===== src/logic/bp_counter_pkg.sv =====
package bp_counter_pkg;

    parameter int CTR_BITS = 2;

    // Saturating counter, MSB is the predicted direction
    typedef logic [CTR_BITS-1:0] ctr_t;

    parameter ctr_t CTR_WEAK_NT = 2'b01;  // Reset and not-taken allocation
    parameter ctr_t CTR_WEAK_T  = 2'b10;  // Taken allocation

    localparam ctr_t CTR_MIN = '0;
    localparam ctr_t CTR_MAX = '1;

    // One step toward the outcome, held at either end
    function automatic ctr_t ctr_step(input ctr_t ctr, input logic taken);
        ctr_t next;
        next = ctr;
        if (taken) begin
            if (ctr != CTR_MAX) begin
                next = ctr + ctr_t'(1);
            end
        end else begin
            if (ctr != CTR_MIN) begin
                next = ctr - ctr_t'(1);
            end
        end
        return next;
    endfunction

endpackage


===== src/logic/bp_types_pkg.sv =====
package bp_types_pkg;

    // Instruction address width
    parameter int ADDR_WIDTH = 32;

    typedef logic [ADDR_WIDTH-1:0] addr_t;  // PC or branch target

    // Resolved or predicted branch direction
    typedef enum logic {
        NOT_TAKEN = 1'b0,
        TAKEN     = 1'b1
    } outcome_e;

    // Branch to fall-through, skipping the delay slot
    parameter addr_t DELAY_SLOT_OFFSET = ADDR_WIDTH'(8);

    // Word aligned instructions, low bits always zero
    parameter int PC_ALIGN_BITS = 2;

endpackage

===== src/logic/branch_controller.sv =====
`timescale 1ns/1ps

module branch_controller #(
    parameter int PHT_INDEX_BITS   = 6,
    parameter int CACHE_INDEX_BITS = 4,
    parameter int TAG_BITS         = 6
) (
    input  logic                   clk,
    input  logic                   rst_n,
    input  logic                   i_dec_valid,
    input  logic                   i_dec_is_jump,
    input  bp_types_pkg::addr_t    i_dec_pc,
    input  bp_types_pkg::addr_t    i_dec_target,
    input  logic                   i_ex_valid,
    input  bp_types_pkg::addr_t    i_ex_pc,
    input  bp_types_pkg::outcome_e i_ex_outcome,
    output bp_types_pkg::outcome_e o_prediction,
    output bp_types_pkg::addr_t    o_recovery_target
);
    import bp_types_pkg::*;

    logic req_valid;

    // Jumps are unconditional, no prediction wanted
    assign req_valid = i_dec_valid && !i_dec_is_jump;

    yags_predictor #(
        .PHT_INDEX_BITS  (PHT_INDEX_BITS),
        .CACHE_INDEX_BITS(CACHE_INDEX_BITS),
        .TAG_BITS        (TAG_BITS)
    ) u_yags_predictor (
        .clk             (clk),
        .rst_n           (rst_n),
        .i_req_valid     (req_valid),
        .i_req_pc        (i_dec_pc),
        .o_req_prediction(o_prediction),
        .i_fb_valid      (i_ex_valid),
        .i_fb_pc         (i_ex_pc),
        .i_fb_outcome    (i_ex_outcome)
    );

    // Where fetch goes if the guess turns out wrong
    assign o_recovery_target = (o_prediction == TAKEN) ? i_dec_pc + DELAY_SLOT_OFFSET
                                                       : i_dec_target;

endmodule


===== src/logic/yags_predictor.sv =====
`timescale 1ns/1ps

module yags_predictor #(
    parameter int PHT_INDEX_BITS   = 6,
    parameter int CACHE_INDEX_BITS = 4,
    parameter int TAG_BITS         = 6
) (
    input  logic                   clk,
    input  logic                   rst_n,
    input  logic                   i_req_valid,
    input  bp_types_pkg::addr_t    i_req_pc,
    output bp_types_pkg::outcome_e o_req_prediction,
    input  logic                   i_fb_valid,
    input  bp_types_pkg::addr_t    i_fb_pc,
    input  bp_types_pkg::outcome_e i_fb_outcome
);
    import bp_types_pkg::*;
    import bp_counter_pkg::*;

    localparam int CIDX_LSB = PC_ALIGN_BITS + TAG_BITS;  // Cache index sits above the tag

    logic [CACHE_INDEX_BITS-1:0] ghr;  // Only the bits used for hashing are kept

    logic [PHT_INDEX_BITS-1:0]   req_pht_index;
    logic [PHT_INDEX_BITS-1:0]   fb_pht_index;
    logic [TAG_BITS-1:0]         req_tag;
    logic [TAG_BITS-1:0]         fb_tag;
    logic [CACHE_INDEX_BITS-1:0] req_cache_index;
    logic [CACHE_INDEX_BITS-1:0] fb_cache_index;

    ctr_t     req_choice_ctr;
    ctr_t     fb_choice_ctr;
    logic     req_hit;
    logic     fb_hit;
    outcome_e req_cache_dir;
    outcome_e fb_cache_dir;
    logic     req_dir;
    logic     fb_taken;
    logic     fb_choice_ok;
    logic     fb_cache_ok;
    logic     choice_upd_en;
    logic     cache_upd_en;

    // Same hashing on both sides
    assign req_pht_index   = i_req_pc[PC_ALIGN_BITS +: PHT_INDEX_BITS];
    assign fb_pht_index    = i_fb_pc[PC_ALIGN_BITS +: PHT_INDEX_BITS];
    assign req_tag         = i_req_pc[PC_ALIGN_BITS +: TAG_BITS];
    assign fb_tag          = i_fb_pc[PC_ALIGN_BITS +: TAG_BITS];
    assign req_cache_index = i_req_pc[CIDX_LSB +: CACHE_INDEX_BITS] ^ ghr;
    assign fb_cache_index  = i_fb_pc[CIDX_LSB +: CACHE_INDEX_BITS] ^ ghr;

    // Cache holds the exceptions, so it wins on a hit
    assign req_dir          = req_hit ? (req_cache_dir == TAKEN) : req_choice_ctr[CTR_BITS-1];
    assign o_req_prediction = (i_req_valid && req_dir) ? TAKEN : NOT_TAKEN;

    assign fb_taken     = (i_fb_outcome == TAKEN);
    assign fb_choice_ok = (fb_choice_ctr[CTR_BITS-1] == fb_taken);
    assign fb_cache_ok  = (fb_cache_dir == i_fb_outcome);

    // Leave the choice counter alone when the cache covered its mistake
    assign choice_upd_en = i_fb_valid && !(fb_hit && fb_cache_ok && !fb_choice_ok);
    // Train on hit, allocate on a choice miss
    assign cache_upd_en  = i_fb_valid && (fb_hit || !fb_choice_ok);

    always_ff @(posedge clk or negedge rst_n) begin
        if (!rst_n) begin
            ghr <= '0;
        end else if (i_fb_valid) begin
            ghr <= {ghr[CACHE_INDEX_BITS-2:0], fb_taken};  // Newest outcome in bit 0
        end
    end

    choice_pht #(
        .PHT_INDEX_BITS(PHT_INDEX_BITS)
    ) u_choice_pht (
        .clk          (clk),
        .rst_n        (rst_n),
        .i_rd_index   (req_pht_index),
        .o_rd_ctr     (req_choice_ctr),
        .i_upd_en     (choice_upd_en),
        .i_upd_index  (fb_pht_index),
        .i_upd_outcome(i_fb_outcome),
        .o_upd_ctr    (fb_choice_ctr)
    );

    direction_cache #(
        .CACHE_INDEX_BITS(CACHE_INDEX_BITS),
        .TAG_BITS        (TAG_BITS)
    ) u_direction_cache (
        .clk          (clk),
        .rst_n        (rst_n),
        .i_rd_index   (req_cache_index),
        .i_rd_tag     (req_tag),
        .o_rd_hit     (req_hit),
        .o_rd_dir     (req_cache_dir),
        .i_upd_en     (cache_upd_en),
        .i_upd_index  (fb_cache_index),
        .i_upd_tag    (fb_tag),
        .i_upd_outcome(i_fb_outcome),
        .o_upd_hit    (fb_hit),
        .o_upd_dir    (fb_cache_dir)
    );

endmodule


===== src/logic/direction_cache.sv =====
`timescale 1ns/1ps

module direction_cache #(
    parameter int CACHE_INDEX_BITS = 4,
    parameter int TAG_BITS         = 6
) (
    input  logic                        clk,
    input  logic                        rst_n,
    input  logic [CACHE_INDEX_BITS-1:0] i_rd_index,
    input  logic [TAG_BITS-1:0]         i_rd_tag,
    output logic                        o_rd_hit,
    output bp_types_pkg::outcome_e      o_rd_dir,
    input  logic                        i_upd_en,
    input  logic [CACHE_INDEX_BITS-1:0] i_upd_index,
    input  logic [TAG_BITS-1:0]         i_upd_tag,
    input  bp_types_pkg::outcome_e      i_upd_outcome,
    output logic                        o_upd_hit,
    output bp_types_pkg::outcome_e      o_upd_dir
);
    import bp_types_pkg::*;
    import bp_counter_pkg::*;

    localparam int CACHE_DEPTH = 2 ** CACHE_INDEX_BITS;

    // Single-way entries, split into three arrays
    logic                entry_valid [CACHE_DEPTH];
    logic [TAG_BITS-1:0] entry_tag   [CACHE_DEPTH];
    ctr_t                entry_ctr   [CACHE_DEPTH];

    ctr_t rd_ctr;
    ctr_t upd_ctr;
    ctr_t alloc_ctr;

    // Lookup port, used by the request side
    assign rd_ctr   = entry_ctr[i_rd_index];
    assign o_rd_hit = entry_valid[i_rd_index] && (entry_tag[i_rd_index] == i_rd_tag);
    assign o_rd_dir = rd_ctr[CTR_BITS-1] ? TAKEN : NOT_TAKEN;

    // Same lookup at the feedback slot
    assign upd_ctr   = entry_ctr[i_upd_index];
    assign o_upd_hit = entry_valid[i_upd_index] && (entry_tag[i_upd_index] == i_upd_tag);
    assign o_upd_dir = upd_ctr[CTR_BITS-1] ? TAKEN : NOT_TAKEN;

    // New entry starts weak in the resolved direction
    assign alloc_ctr = (i_upd_outcome == TAKEN) ? CTR_WEAK_T : CTR_WEAK_NT;

    always_ff @(posedge clk or negedge rst_n) begin
        if (!rst_n) begin
            for (int i = 0; i < CACHE_DEPTH; i++) begin
                entry_valid[i] <= 1'b0;  // A zero tag must not hit after reset
                entry_ctr[i]   <= CTR_WEAK_NT;
            end
        end else if (i_upd_en) begin
            if (o_upd_hit) begin
                entry_ctr[i_upd_index] <= ctr_step(upd_ctr, i_upd_outcome == TAKEN);
            end else begin
                // Replace whatever lived here
                entry_valid[i_upd_index] <= 1'b1;
                entry_ctr[i_upd_index]   <= alloc_ctr;
            end
        end
    end

    // Tag written only on allocation
    always_ff @(posedge clk) begin
        if (i_upd_en && !o_upd_hit) begin
            entry_tag[i_upd_index] <= i_upd_tag;
        end
    end

endmodule


===== src/logic/choice_pht.sv =====
`timescale 1ns/1ps

module choice_pht #(
    parameter int PHT_INDEX_BITS = 6
) (
    input  logic                      clk,
    input  logic                      rst_n,
    input  logic [PHT_INDEX_BITS-1:0] i_rd_index,
    output bp_counter_pkg::ctr_t      o_rd_ctr,
    input  logic                      i_upd_en,
    input  logic [PHT_INDEX_BITS-1:0] i_upd_index,
    input  bp_types_pkg::outcome_e    i_upd_outcome,
    output bp_counter_pkg::ctr_t      o_upd_ctr
);
    import bp_types_pkg::*;
    import bp_counter_pkg::*;

    localparam int PHT_DEPTH = 2 ** PHT_INDEX_BITS;

    ctr_t ctr_mem [PHT_DEPTH];  // One choice counter per PC slot

    // Both ports read combinationally
    assign o_rd_ctr  = ctr_mem[i_rd_index];
    assign o_upd_ctr = ctr_mem[i_upd_index];  // Current value at the update slot

    // Whole table starts weakly not-taken
    always_ff @(posedge clk or negedge rst_n) begin
        if (!rst_n) begin
            for (int i = 0; i < PHT_DEPTH; i++) begin
                ctr_mem[i] <= CTR_WEAK_NT;
            end
        end else if (i_upd_en) begin
            ctr_mem[i_upd_index] <= ctr_step(o_upd_ctr, i_upd_outcome == TAKEN);
        end
    end

endmodule


===== config.mk =====
export PLATFORM = sky130hd
export DESIGN_NAME = branch_controller
export DESIGN_NICKNAME = d
export VERILOG_FILES = /design/src/logic/bp_counter_pkg.sv /design/src/logic/bp_types_pkg.sv /design/src/logic/branch_controller.sv /design/src/logic/yags_predictor.sv /design/src/logic/direction_cache.sv /design/src/logic/choice_pht.sv
export SDC_FILE = /design/constraint.sdc
export NUM_CORES = 1
export LEC_CHECK = 0
export ABC_CLOCK_PERIOD_IN_PS = 4500
export BUFFER_PORTS_ARGS = -buffer_cell sky130_fd_sc_hd__buf_4
export CAP_MARGIN = 20
export CORE_MARGIN = 1.5
export CORE_UTILIZATION = 55
export CTS_BUF_LIST = sky130_fd_sc_hd__clkbuf_8 sky130_fd_sc_hd__clkbuf_16
export CTS_CLUSTER_DIAMETER = 80
export DETAILED_ROUTE_END_ITERATION = 6
export PLACE_DENSITY = 0.75
export REMOVE_ABC_BUFFERS = 1
export SYNTH_ARGS = -nofsm -noshare
export SYNTH_HDL_FRONTEND = slang
export SYNTH_HIERARCHICAL = 1
export SYNTH_SLANG_ARGS = --single-unit

===== constraint.sdc =====
create_clock -name clk -period 4.5 [get_ports clk]
set_input_delay 0.45 -clock clk [delete_from_list [all_inputs] [get_ports clk]]
set_output_delay 0.45 -clock clk [all_outputs]
set_load 0.005 [all_outputs]

==> impl_metrics.env <==
export IMPL_num_vias=12580
export IMPL_drive_gt1_share_pct=35.50
export IMPL_wire_per_inst_um=23.02
export IMPL_place_gp_congestion=0.8753
export IMPL_ff2ff_path_depth=15
export IMPL_power_frac_comb_pct=26.8
export IMPL_final_nets=1631
export IMPL_drt_iter0_markers=1511
export IMPL_critical_path_class="reg2out"
export IMPL_critical_path_slowest_cell="mux4_2"
export IMPL_path_cells="xor2_4, buf_6, buf_16, mux4_2, mux4_2, xnor2_1, nand4_1, nor4_2, mux2i_2, nor2b_4, buf_4, buf_12, nor2_1, a31oi_1, buf_4"
export IMPL_period_needed_ns=4.672
export IMPL_postRouteAntennaNets=0
export IMPL_crit_start="u_yags_predictor/ghr[0]"
export IMPL_powerDensity_nw_per_um2=424.4
export IMPL_drv_slew=0
export IMPL_ys_warn_count=6
export IMPL_hold_class="in2async"
export IMPL_grt_max_degree=105
export IMPL_crit_required_ns=4.05
export IMPL_worstReg2RegEnd="u_yags_predictor/u_direction_cache/entry_tag[4][1]"
export IMPL_grt_total_usage_pct=29.63
export IMPL_p_leak_nw=7.367
export IMPL_final_core_util_pct=66.12
export IMPL_intPower_mw=5.664
export IMPL_status="finished, violations left"
export IMPL_syn_inst=1386
export IMPL_insertion_delay_ns=0.56
export IMPL_place_area_um2=17510
export IMPL_die_y_um=173.5
export IMPL_n_antenna_cell=0
export IMPL_syn_cell_area_um2=15980
export IMPL_crit_end="o_recovery_target[18]"
export IMPL_mostFrequentLayoutCell="nand2_1"
export IMPL_via_per_inst=6.498
export IMPL_final_hold_violation_count=0
export IMPL_finalClockSkew_ns=0.01507
export IMPL_start_util_pct=55.83
export IMPL_fmax_ghz=0.2140
export IMPL_antenna_found_initial=0
export IMPL_power_mw=8.033
export IMPL_final_cell_mix="nand2_1 (251), buf_4 (198), dfrtp_1 (98)"
export IMPL_violations="setup timing"
export IMPL_end_kind="primary output"
export IMPL_numPortBuffers=112
export IMPL_fill_cells=2005
export IMPL_cts_hold_buf=0
export IMPL_drc=0
export IMPL_swShare_pct=29.49
export IMPL_syn_avg_cell_area_um2=11.53
export IMPL_worstReg2RegStart="u_yags_predictor/ghr[0]"
export IMPL_ir_drop_mv=0.3673
export IMPL_whs_ns=0.01227
export IMPL_die_w_um=173.5
export IMPL_die_area_um2=30090
export IMPL_cts_htree_levels=1
export IMPL_fp_row_count=62
export IMPL_r2r_slack_ns=0.34
export IMPL_clock_path_buffers=3
export IMPL_maxCapViolCount=0
export IMPL_wl_mm=44.57
export IMPL_syn_to_final_growth_pct=18.44
export IMPL_period_share_pct=103.8
export IMPL_dr_pass1_iters=7
export IMPL_slowest_delay_ns=0.52
export IMPL_cts_sinks=276
export IMPL_power_frac_clock_pct=31.8
export IMPL_clk_pin_slew_ns=0.06
export IMPL_worst_pin_slew_ns=0.9578
export IMPL_postLayoutCellArea_um2=18930
export IMPL_seq_power_share_pct=41.4
export IMPL_worstPathMaxFanout=10
export IMPL_ioPinCount=135
export IMPL_start_kind="flop"
export IMPL_grt_pass1_wl_mm=69.94
export IMPL_relSlewSlack_pct=36.15
export IMPL_switching_power_mw=2.369
export IMPL_worst_slack_ns=-0.1721
export IMPL_root_buffer="clkbuf_16"
export IMPL_rsz0062_at_grt="true"
export IMPL_overflow=0
export IMPL_pre_cts_ws_ns=0.1819
export IMPL_setup_viol=32
export IMPL_grt_pass1_vias=12590
export IMPL_cts_inserted_buffers=30
export IMPL_cp_data_arrival_time_ns=4.22
export IMPL_core_um2=28630
export IMPL_hpwlAfterDp_mm=29.74
export IMPL_cts_tree="yes"
[power by group through the flow]
stage / sequential [mW] / clock (mW) / combinational, mW
after floorplan: 3.25 / 0 / 1.39
after global placement: 3.32 / 0 / 1.99
after detailed placement: 3.35 / 0 / 2.04
after CTS: 3.32 / 2.57 / 2.11
after global routing: 3.36 / 2.67 / 2.31
final: 3.33 / 2.55 / 2.16
[cell type report]
class | instances | area (um2) | area share, %
clock inverter | 20 | 197.7 | 1.044
timing repair buffer | 214 | 1795 | 9.486
multi-input combinational | 992 | 8065 | 42.61
tap | 384 | 480.5 | 2.539
inverter | 14 | 53.80 | 0.2843
clock buffer | 36 | 844.6 | 4.462
sequential | 276 | 7490 | 39.57
[layer usage]
layer	track usage [%]	share of wire (%)	vias up
met5	0	0	-
met4	11.12	3.6	0
met3	5.110	7.8	122
met2	49.83	50	628
met1	38.68	38	6267
li1	-	-	5563
[worst min-delay path by stage]
stage                                          startpoint                                    endpoint  slack (ns)  depth (start not counted)
4_1_cts                                             rst_n   u_yags_predictor/u_choice_pht/ctr_mem[13]        0.06                          1
2_1_floorplan                                       rst_n                     u_yags_predictor/ghr[0]        0.15                          0
6_report                                            rst_n   u_yags_predictor/u_choice_pht/ctr_mem[11]        0.01                          1
3_3_place_gp    u_yags_predictor/u_choice_pht/ctr_mem[94]   u_yags_predictor/u_choice_pht/ctr_mem[94]        0.46                          2
3_5_place_dp   u_yags_predictor/u_choice_pht/ctr_mem[116]  u_yags_predictor/u_choice_pht/ctr_mem[116]        0.46                          2
5_1_grt                                             rst_n   u_yags_predictor/u_choice_pht/ctr_mem[11]        0.08                          1
[repair_timing]
item | 4_1_cts | 5_1_grt
pin swaps | 2 | 2
gates resized for setup | 10 | 23
setup buffers | 4 | 10
cloned | 4 | 1
setup endpoints to repair | 33 | 73
[stage by stage]
| stage | cells | setup TNS, ns |
|---|---|---|
| after floorplan | 1282 | -669.25 |
| after global placement | 1862 | 0 |
| after detailed placement | 1862 | 0 |
| after CTS | 1926 | -1.075 |
| after global routing | 1936 | -7.228 |
| final | 1936 | -3.911 |
[flip-flops by register name, indices dropped and copies added, names as in the netlist]
signal,count
u_yags_predictor/u_choice_pht/ctr_mem,128
u_yags_predictor/u_direction_cache/entry_valid,16
u_yags_predictor/ghr,4
u_yags_predictor/u_direction_cache/entry_ctr,32
u_yags_predictor/u_direction_cache/entry_tag,96
[critical path, delay by kind of cell (launching register included)]
kind | cells | cell delay (ns)
AND/OR/NAND/NOR | 4 | 0.62
flip-flops | 1 | 0.46
multiplexers | 3 | 1.34
AO/OA/AOI/OAI | 1 | 0.06
XOR/XNOR | 2 | 0.43
buffers and inverters | 5 | 0.75
No activity file was read; power rests on OpenSTA's default activity.
